===== src/core_mem_settings.svh =====
`ifndef CORE_MEM_SETTINGS_SVH
`define CORE_MEM_SETTINGS_SVH

//////////////////////////////////////////////////////////////////////
// Datapath widths
//////////////////////////////////////////////////////////////////////

`define XLEN        32      // Data and address width.
`define REG_ADDR_W  5       // Integer register index.

//////////////////////////////////////////////////////////////////////
// Machine CSR addresses
//////////////////////////////////////////////////////////////////////

`define CSR_MSCRATCH    12'h340
`define CSR_MTVEC       12'h305
`define CSR_MEPC        12'h341
`define CSR_MCAUSE      12'h342

`endif


===== src/core_mem_pkg.sv =====
`default_nettype none

`include "core_mem_settings.svh"

package core_mem_pkg;

    typedef logic [`XLEN-1:0]       word_t;
    typedef logic [`REG_ADDR_W-1:0] reg_addr_t;
    typedef logic [11:0]            csr_addr_t;
    typedef logic [2:0]             funct3_t;
    typedef logic [3:0]             byte_en_t;

    typedef enum logic [3:0] {
        IR_ALU   = 4'd0,
        IR_LOAD  = 4'd1,
        IR_STORE = 4'd2,
        IR_JUMP  = 4'd3,
        IR_CSR   = 4'd4
    } ir_type_t;

    typedef enum logic {
        MS_IDLE = 1'b0,
        MS_WAIT = 1'b1         // Access outstanding.
    } mem_state_t;

    //////////////////////////////////////////////////////////////////////
    // Pipeline bundles
    //////////////////////////////////////////////////////////////////////

    typedef struct packed {
        word_t     pc4;        // Link address.
        word_t     b;          // Store data.
        word_t     c;          // ALU result or address.
        word_t     z;          // CSR write value.
        funct3_t   funct3;
        reg_addr_t rd;
        csr_addr_t csr_addr;
        ir_type_t  ir_type;
        logic      wr_reg_n;
        logic      wr_csr_n;
        logic      flush;
    } ex_mem_t;

    typedef struct packed {
        logic      commit;
        logic      wr_reg_n;
        reg_addr_t rd;
        ir_type_t  ir_type;
        word_t     c;
        word_t     pc4;
        word_t     load_data;  // Aligned and extended.
        word_t     csr_rdata;  // Value before the write.
    } mem_wb_t;

    typedef struct packed {
        logic      req;
        logic      we;
        word_t     addr;
        byte_en_t  be;
        word_t     wdata;
    } dmem_req_t;

endpackage

`default_nettype wire


===== src/ex_mem_regs.sv =====
`timescale 1ns/100ps
`default_nettype none

module ex_mem_regs import core_mem_pkg::*; (
    input  logic    clk,
    input  logic    rst_n,
    input  logic    interlock,
    input  ex_mem_t ex_in,
    output ex_mem_t ex_q
);

    ex_mem_t  data_q;
    ir_type_t ir_type_q;
    logic     wr_reg_n_q;
    logic     wr_csr_n_q;
    logic     flush_q;

    // Payload fields.
    always_ff @(posedge clk) begin
        if (!interlock) begin
            data_q <= ex_in;
        end
    end

    always_ff @(posedge clk or negedge rst_n) begin
        if (!rst_n) begin
            ir_type_q  <= IR_ALU;       // Keeps the controller quiet.
            wr_reg_n_q <= 1'b1;
            wr_csr_n_q <= 1'b1;
            flush_q    <= 1'b0;
        end else if (!interlock) begin
            ir_type_q  <= ex_in.ir_type;
            wr_reg_n_q <= ex_in.wr_reg_n;
            wr_csr_n_q <= ex_in.wr_csr_n;
            flush_q    <= ex_in.flush;
        end
    end

    always_comb begin
        ex_q          = data_q;
        ex_q.ir_type  = ir_type_q;
        ex_q.wr_reg_n = wr_reg_n_q;
        ex_q.wr_csr_n = wr_csr_n_q;
        ex_q.flush    = flush_q;
    end

endmodule

`default_nettype wire


===== src/mem_ctrl.sv =====
`timescale 1ns/100ps
`default_nettype none

module mem_ctrl import core_mem_pkg::*; (
    input  logic      clk,
    input  logic      rst_n,
    input  ex_mem_t   ex_q,
    input  logic      dmem_ready,
    input  byte_en_t  lane_be,
    input  word_t     lane_wdata,
    output dmem_req_t dmem_o,
    output logic      interlock,
    output logic      commit
);

    mem_state_t state_q;
    mem_state_t state_d;
    logic       is_mem;
    logic       mem_op;

    assign is_mem = (ex_q.ir_type == IR_LOAD) || (ex_q.ir_type == IR_STORE);
    assign mem_op = is_mem && !ex_q.flush;     // Flushed entries stay off the bus.

    //////////////////////////////////////////////////////////////////////
    // State machine
    //////////////////////////////////////////////////////////////////////

    always_comb begin
        state_d = state_q;
        case (state_q)
            MS_IDLE: begin
                if (mem_op && !dmem_ready) begin
                    state_d = MS_WAIT;
                end
            end
            MS_WAIT: begin
                if (dmem_ready) begin
                    state_d = MS_IDLE;
                end
            end
            default: state_d = MS_IDLE;
        endcase
    end

    always_ff @(posedge clk or negedge rst_n) begin
        if (!rst_n) begin
            state_q <= MS_IDLE;
        end else begin
            state_q <= state_d;
        end
    end

    //////////////////////////////////////////////////////////////////////
    // Request, interlock and commit
    //////////////////////////////////////////////////////////////////////

    assign dmem_o.req   = (state_q == MS_WAIT) || mem_op;
    assign dmem_o.we    = (ex_q.ir_type == IR_STORE);
    assign dmem_o.addr  = ex_q.c;
    assign dmem_o.be    = lane_be;
    assign dmem_o.wdata = lane_wdata;

    assign interlock = mem_op && !dmem_ready;
    assign commit    = !ex_q.flush && (!is_mem || dmem_ready);   // Last cycle only.

endmodule

`default_nettype wire


===== src/lsu_align.sv =====
`timescale 1ns/100ps
`default_nettype none

module lsu_align import core_mem_pkg::*; (
    input  ex_mem_t  ex_q,
    input  word_t    dmem_rdata,
    output byte_en_t lane_be,
    output word_t    lane_wdata,
    output word_t    load_data
);

    logic [1:0] offset;
    word_t      shifted;

    assign offset = ex_q.c[1:0];    // Byte within the word.

    //////////////////////////////////////////////////////////////////////
    // Store lanes
    //////////////////////////////////////////////////////////////////////

    always_comb begin
        case (ex_q.funct3[1:0])
            2'b00: begin
                lane_be    = byte_en_t'(4'b0001 << offset);
                lane_wdata = {4{ex_q.b[7:0]}};
            end
            2'b01: begin
                lane_be    = offset[1] ? 4'b1100 : 4'b0011;
                lane_wdata = {2{ex_q.b[15:0]}};
            end
            default: begin
                lane_be    = 4'b1111;
                lane_wdata = ex_q.b;
            end
        endcase
    end

    //////////////////////////////////////////////////////////////////////
    // Load extraction
    //////////////////////////////////////////////////////////////////////

    assign shifted = dmem_rdata >> {offset, 3'b000};    // Addressed lane to bit 0.

    always_comb begin
        case (ex_q.funct3)
            3'b000: begin
                load_data = word_t'(signed'(shifted[7:0]));     // LB.
            end
            3'b001: begin
                load_data = word_t'(signed'(shifted[15:0]));    // LH.
            end
            3'b100: begin
                load_data = word_t'(shifted[7:0]);              // LBU.
            end
            3'b101: begin
                load_data = word_t'(shifted[15:0]);             // LHU.
            end
            default: begin
                load_data = dmem_rdata;
            end
        endcase
    end

endmodule

`default_nettype wire


===== src/csr_file.sv =====
`timescale 1ns/100ps
`default_nettype none

`include "core_mem_settings.svh"

module csr_file import core_mem_pkg::*; (
    input  logic    clk,
    input  logic    rst_n,
    input  ex_mem_t ex_q,
    input  logic    commit,
    output word_t   csr_rdata
);

    word_t mscratch;
    word_t mtvec;
    word_t mepc;
    word_t mcause;
    logic  csr_we;

    assign csr_we = commit && (ex_q.ir_type == IR_CSR) && !ex_q.wr_csr_n;

    // Old value, updated only at the commit edge.
    always_comb begin
        case (ex_q.csr_addr)
            `CSR_MSCRATCH: csr_rdata = mscratch;
            `CSR_MTVEC:    csr_rdata = mtvec;
            `CSR_MEPC:     csr_rdata = mepc;
            `CSR_MCAUSE:   csr_rdata = mcause;
            default:       csr_rdata = '0;
        endcase
    end

    always_ff @(posedge clk or negedge rst_n) begin
        if (!rst_n) begin
            mscratch <= '0;
            mtvec    <= '0;
            mepc     <= '0;
            mcause   <= '0;
        end else if (csr_we) begin
            case (ex_q.csr_addr)
                `CSR_MSCRATCH: mscratch <= ex_q.z;
                `CSR_MTVEC:    mtvec    <= ex_q.z;
                `CSR_MEPC:     mepc     <= ex_q.z;
                `CSR_MCAUSE:   mcause   <= ex_q.z;
                default: begin
                    // Unknown address is dropped.
                end
            endcase
        end
    end

endmodule

`default_nettype wire


===== src/wb_stage.sv =====
`timescale 1ns/100ps
`default_nettype none

module wb_stage import core_mem_pkg::*; (
    input  logic      clk,
    input  logic      rst_n,
    input  mem_wb_t   wb_in,
    output logic      rf_we,
    output reg_addr_t rf_rd,
    output word_t     rf_wdata
);

    word_t result;
    logic  we_d;

    always_comb begin
        case (wb_in.ir_type)
            IR_LOAD: result = wb_in.load_data;
            IR_JUMP: result = wb_in.pc4;        // Link value.
            IR_CSR:  result = wb_in.csr_rdata;
            default: result = wb_in.c;
        endcase
    end

    // x0 is never written.
    assign we_d = wb_in.commit && !wb_in.wr_reg_n && (wb_in.rd != '0);

    always_ff @(posedge clk or negedge rst_n) begin
        if (!rst_n) begin
            rf_we <= 1'b0;
        end else begin
            rf_we <= we_d;
        end
    end

    always_ff @(posedge clk) begin
        if (we_d) begin
            rf_rd    <= wb_in.rd;
            rf_wdata <= result;
        end
    end

endmodule

`default_nettype wire


===== src/mem_stage_top.sv =====
`timescale 1ns/100ps
`default_nettype none

module mem_stage_top import core_mem_pkg::*; (
    input  logic      clk,
    input  logic      rst_n,
    input  ex_mem_t   ex_in,
    output logic      interlock,
    output dmem_req_t dmem_o,
    input  word_t     dmem_rdata,
    input  logic      dmem_ready,
    output logic      rf_we,
    output reg_addr_t rf_rd,
    output word_t     rf_wdata
);

    ex_mem_t  ex_q;
    byte_en_t lane_be;
    word_t    lane_wdata;
    word_t    load_data;
    word_t    csr_rdata;
    logic     commit;
    mem_wb_t  wb_in;

    ex_mem_regs u_ex_mem_regs (
        .clk       (clk),
        .rst_n     (rst_n),
        .interlock (interlock),
        .ex_in     (ex_in),
        .ex_q      (ex_q)
    );

    mem_ctrl u_mem_ctrl (
        .clk        (clk),
        .rst_n      (rst_n),
        .ex_q       (ex_q),
        .dmem_ready (dmem_ready),
        .lane_be    (lane_be),
        .lane_wdata (lane_wdata),
        .dmem_o     (dmem_o),
        .interlock  (interlock),
        .commit     (commit)
    );

    lsu_align u_lsu_align (
        .ex_q       (ex_q),
        .dmem_rdata (dmem_rdata),
        .lane_be    (lane_be),
        .lane_wdata (lane_wdata),
        .load_data  (load_data)
    );

    csr_file u_csr_file (
        .clk       (clk),
        .rst_n     (rst_n),
        .ex_q      (ex_q),
        .commit    (commit),
        .csr_rdata (csr_rdata)
    );

    //////////////////////////////////////////////////////////////////////
    // Write-back bundle
    //////////////////////////////////////////////////////////////////////

    assign wb_in.commit    = commit;
    assign wb_in.wr_reg_n  = ex_q.wr_reg_n;
    assign wb_in.rd        = ex_q.rd;
    assign wb_in.ir_type   = ex_q.ir_type;
    assign wb_in.c         = ex_q.c;
    assign wb_in.pc4       = ex_q.pc4;
    assign wb_in.load_data = load_data;
    assign wb_in.csr_rdata = csr_rdata;

    wb_stage u_wb_stage (
        .clk      (clk),
        .rst_n    (rst_n),
        .wb_in    (wb_in),
        .rf_we    (rf_we),
        .rf_rd    (rf_rd),
        .rf_wdata (rf_wdata)
    );

endmodule

`default_nettype wire


===== config.mk =====
export PLATFORM = sky130hd
export DESIGN_NAME = mem_stage_top
export DESIGN_NICKNAME = d
export VERILOG_FILES = /design/src/core_mem_pkg.sv /design/src/ex_mem_regs.sv /design/src/mem_ctrl.sv /design/src/lsu_align.sv /design/src/csr_file.sv /design/src/wb_stage.sv /design/src/mem_stage_top.sv
export VERILOG_INCLUDE_DIRS = /design/src /design/src/src
export SDC_FILE = /design/constraint.sdc
export NUM_CORES = 1
export LEC_CHECK = 0
export BUFFER_PORTS_ARGS = -buffer_cell sky130_fd_sc_hd__buf_4
export CORE_UTILIZATION = 50
export CTS_BUF_LIST = sky130_fd_sc_hd__clkbuf_8
export CTS_CLUSTER_DIAMETER = 100
export DETAILED_ROUTE_END_ITERATION = 6
export HOLD_SLACK_MARGIN = 0.08
export PLACE_DENSITY_LB_ADDON = 0.2
export SLEW_MARGIN = 20
export SYNTH_ARGS = -nofsm -noshare
export SYNTH_HDL_FRONTEND = slang
export SYNTH_SLANG_ARGS = --single-unit

===== constraint.sdc =====
create_clock -name clk -period 17.43 [get_ports clk]
set_input_delay 1.743 -clock clk [delete_from_list [all_inputs] [get_ports clk]]
set_output_delay 1.743 -clock clk [all_outputs]
set_load 0.03 [all_outputs]

# Word-level counts from Yosys, hierarchy flattened
# Index checks and enable logic that the tools add are counted.
classes:
  n_eq_ne: 12
  shift: 2
  muxes: 9
  reduce_logical: 22
  bitwise_logic: 1
ops:
  columns: ["op", "n"]
  rows:
  - ["case mux 32 bit (4 select lines)", 2]
  - ["case mux 32 bit (3 select lines)", 1]
  - ["case mux 32 bit (2 select lines)", 1]
  - ["equality test 12 x 10 -> 1 bit (second input constant)", 4]
  - ["right shift 32 x 5 -> 16 bit", 1]
  - ["equality test 4 x 2 -> 1 bit (second input constant)", 2]
  - ["case mux 4 bit (2 select lines)", 1]
  - ["AND reduction 2 bit", 4]
  - ["logical AND 1 bit", 7]
  - ["equality test 3 bit (second input constant)", 2]
  - ["zero test 1 bit", 5]
  - ["nonzero test 5 bit", 1]
  - ["equality test 4 x 1 -> 1 bit (second input constant)", 1]
  - ["equality test 4 x 3 -> 1 bit (second input constant)", 1]
  - ["two-way mux 4 bit", 1]
  - ["left shift 1 x 2 -> 4 bit (first input constant)", 1]
  - ["equality test 3 x 1 -> 1 bit (second input constant)", 1]
  - ["zero test 3 bit", 1]
  - ["logical OR 1 bit", 3]
  - ["equality test 2 x 1 -> 1 bit (second input constant)", 1]
  - ["zero test 2 bit", 1]
  - ["two-way mux 1 bit", 2]
  - ["case mux 1 bit (2 select lines)", 1]
  - ["inverter 1 bit", 1]
word_totals:
  output_inout_bits: 109
  regBits: 322

# Longest topological paths before layout
logic_depth:
  depth_word: 8
  ltp_mapped: 8
  ltp_nobuf: 6

# Modules after synthesis
# A second synthesis with hierarchy kept.
hier_totals:
  hier_cells: 1024
  area_unflattened_um2: 14896.8
by_module_without_submodules:
  columns: ["mod", "area_each_um2", "cells_each", "n_inst", "seq_area_each_um2"]
  rows:
  - ["csr_file", 5849.4, 396, 1, 3203.1]
  - ["ex_mem_regs", 4764.6, 167, 1, 4621.9]
  - ["wb_stage", 2401.1, 201, 1, 1136.1]
  - ["lsu_align", 1271.2, 182, 1, 0.0]
  - ["mem_ctrl", 610.6, 78, 1, 25.0]

# Least setup slack after synthesis
# OpenSTA, ideal clock, no wires.
synth_path:
  path_kind: "input to output"
  from: "input port dmem_ready"
  to: "output port interlock"
  t_required_ns: 15.687
  stages: 3
  arrival_ns: 7.283
  path_slack_ns: 8.404
  n_path_buf: 1
  path_cell_list: "or3_1 > clkbuf_1 > inv_1"
synth_between:
  elab_chain_len: 2
synth_rtl:
  columns: ["element", "line", "source"]
  rows:
  - ["start: declaration", "mem_stage_top.sv:11", "input logic dmem_ready,"]
  - ["zero test 1 bit", "mem_ctrl.sv:63", "assign interlock = mem_op && !dmem_ready;"]
  - ["logical AND 1 bit", "mem_ctrl.sv:63", null]
  - ["end: declaration", "mem_stage_top.sv:8", "output logic interlock,"]
# Every way passes these cells.

# Worst setup path in the final report
# Same ends and word-level chain as after synthesis.

==> impl_metrics.csv <==
group,metric,value,unit
synth,synth-simple-area-share,0.0552,
synth,synthCells,994,
run,maxCapViolCount,0,
synth,synthArstFlopShare,0.425,
global_route,gr-total-overflow,0,
clocking,clockRootBuffer,"clkbuf_8",
synth,syn-num-nets,1184,
clocking,clkTransAtPathRegs,0.06,ns
timing,setup_violations,0,
synth,synth_top_family_by_area,"multiplexers",
timing,clock_skew,0.0153,ns
synth,synth-xor-area-share,0.000625,
worst_setup_path,crit_buf_inv,3,
worst_setup_path,cp.required,15.69,ns
global_route,grt_start_max_net_pins,88,
final_layout,multi_input_area,0.00444,mm2
worst_setup_path,cp.arrival,3.04,ns
timing,finalMaxSlewViolations,0,
clocking,hold_buffers,0,
drt,drt_first_pass_iters,7,
timing,setup_tns,0,ns
floorplan,die_y,169,um
floorplan,core-area,0.0273,mm2
synth,yosysTopAreaCell,"edfxtp_1",
clocking,htreeDepth,2,
worst_setup_path,crit_fanout,71,
clocking,numCtsBuffers,53,
drt,vias,9493,
final_layout,fin_cells,1675,
worst_setup_path,cp-end-kind,"output pin",
floorplan,die_w,169,um
outcome,violations,"design-rule violations",
synth,ys_ff_latch,322,
floorplan,rows,60,
synth,synth_area_leaders,"edfxtp_1 40%, dfrtp_1 24%, mux2_2 11%, mux2i_1 3.5%, buf_4 2.3%",
synth,synth_top_area_frac,0.396,
clocking,post_cts_resized,0,
clocking,cts_tree,"yes",
final_layout,ff_latch_area,0.00899,mm2
power_and_ir_drop,cellLeakagePower,0.00772,uW
worst_setup_path,path_cells,"buf_4 > or3_4 > inv_1 > buf_4",
drt,drc_errors,2,
placement,place_inst,1577,
power_and_ir_drop,pwr_density_cell,96.4,mW/mm2
global_route,grt_pass1_wl,56000,um
floorplan,initial_core_util,0.514,
synth,synth_edf_count,185,
worst_setup_path,r2r_slack,14.25,ns
floorplan,ios,299,
timing,min_period,4.78,ns
synth,ys_top_cells_by_count,"185 x edfxtp_1, 138 x mux2_2, 135 x dfrtp_1",
worst_setup_path,crit_path_start_kind,"input port",
worst_setup_path,critPathKind,"in -> out",
placement,numPortBuffers,298,
worst_setup_path,max_stage_delay,0.76,ns
final_layout,fin_nets,1451,
final_layout,num_antenna_cells,0,
clocking,clk-insertion-delay-late,0.57,ns
synth,syn_area,0.0140,mm2
worst_setup_path,crit_top_cell,"buf_4",
clocking,cts_buffer_depth,3,
drt,drt-initial-drc-count,1050,
placement,finalWeightedCongestion,0.839,
timing,setup_slack,12.65,ns
timing,slew_headroom,0.284,
timing,hold_viol_final,0,
min_path,holdPathEnd,"u_wb_stage.rf_rd[0]",
global_route,antenna_found_initial,0,
final_layout,drive_above_1_share,0.414,
global_route,track_usage,0.260,
floorplan,die_area,0.0287,mm2
clocking,cts.sinks,322,
outcome,status,"complete, but fails checks",
synth,synth-compound-area-share,0.106,
drt,route.antenna.remaining_nets,0,
synth,synthAdderAreaFrac,0,
timing,finalCritPeriodShare,0.274,
final_layout,fill_cells,2153,
worst_setup_path,critPathTopFamily,"simple AND/OR/NAND/NOR gates",
synth,synth-seq-area-share,0.641,
synth,synth_most_common_cell,"edfxtp_1",
min_path,hold_class,"reg -> reg",
min_path,holdPathStages,0,
worst_setup_path,reg2reg_to,"u_csr_file.mcause[27]",
synth,ys_types,53,
placement,dpl_worst_slack,12.62,ns
synth,avgSynthCellArea,14.1,um2
synth,synthMuxAreaShare,0.153,
final_layout,area_growth,23.4,%
synth,yosysWarnings,0,
worst_setup_path,reg2regPathDepth,7,
drt,wl_per_cell,22.2,um
power_and_ir_drop,vdd_ir_drop_max,0.0000708,V
worst_setup_path,r2r-start,"u_ex_mem_regs.ex_q[9]",
synth,synth_ff_type,"edfxtp_1",
drt,avgViaCountPerCell,5.67,
drt,wirelength,37200,um
worst_setup_path,cp_slowest_cell,"or3_4",
timing,timing.fmax,0.209,GHz
min_path,min-delay-start,"u_ex_mem_regs.ex_q[19]",
clocking,cts_setup_buffers,0,
timing,grt_setup_unrepaired,"false",
timing,tightest_slew,1.07,ns
placement,place_hpwl,25600,um
global_route,grt_pass1_vias,9496,
==> logic make-up (layout without fill, tap and decap cells) <==
group,after synthesis,in the layout
AOI/OAI and AO/OA,202,202
buffers and inverters,110,419
DFF,322,322
xor gates and xnor gates,1,1
muxes,195,195
and+or+nand+nor,164,164
==> routing by layer <==
layer / part of all wire / vias up / track usage
li1: - / 4273 / -
met5: 0 / - / 0
met4: 0.025 / 0 / 0.0768
met2: 0.48 / 445 / 0.425
met1: 0.42 / 4701 / 0.351
met3: 0.079 / 74 / 0.0527
==> report_power, final <==
group          switching (uW)  leakage (uW)  internal (uW)
registers                21.4       0.00380            844
logic                     111       0.00331           80.0
clock network             289      0.000599            322
total                     421       0.00772           1250
==> cells in the final DEF, fill, tap and decap left out, drive strengths merged, types with 8 or more instances in the layout <==
cell type / Yosys / layout
buf: 70 / 318
o21ai: 43 / 43
nor2: 33 / 33
o22ai: 14 / 14
nor2b: 15 / 15
nand2: 83 / 83
o221ai: 8 / 8
a21oi: 23 / 23
clkinv: 0 / 11
inv: 4 / 28
mux2: 145 / 145
clkbuf: 36 / 62
edfxtp: 185 / 185
a222oi: 17 / 17
dfrtp: 135 / 135
mux2i: 49 / 49
a22oi: 33 / 33
a22o: 8 / 8
nand2b: 13 / 13
o211ai: 25 / 25
==> layout make-up <==
type | instances | area share
clock buffer | 62 | 0.0493
inverter | 4 | 0.000868
clock inverter | 35 | 0.00817
sequential | 322 | 0.519
multi-input combinational | 562 | 0.256
timing repair buffer | 318 | 0.139
tap | 372 | 0.0269
==> how the worst max path moves through the flow <==
stage,start,to,slack (ns),cells past startpoint
finish,dmem_ready,interlock,12.65,4
global route,dmem_ready,interlock,12.56,4
CTS,dmem_ready,interlock,12.62,4
detailed placement,dmem_ready,interlock,12.62,4
global placement,dmem_ready,interlock,12.65,4
floorplan,dmem_ready,interlock,8.40,3
==> sequential cells by signal, summed over array words and instances (netlist names), 4 cells and up <==
register                 flops
u_ex_mem_regs.ir_type_q      4
u_csr_file.mscratch         32
u_csr_file.mcause           32
u_ex_mem_regs.ex_q         148
u_csr_file.mtvec            32
u_csr_file.mepc             32
u_wb_stage.rf_rd             5
u_wb_stage.rf_wdata         32
==> metrics by stage <==
stage / cell area [um2] / utilization / hold WS (ns) / power, uW
final: 17300 / 0.635 / 0.446 / 1670
after CTS: 17300 / 0.634 / 0.449 / 1680
after floorplan: 14000 / - / 0.417 / 981
after global placement: 16300 / 0.598 / 0.426 / 1070
after global routing: 17300 / 0.635 / 0.459 / 1730
after detailed placement: 16300 / 0.598 / 0.430 / 1070
(Power assumes the default switching activity.)
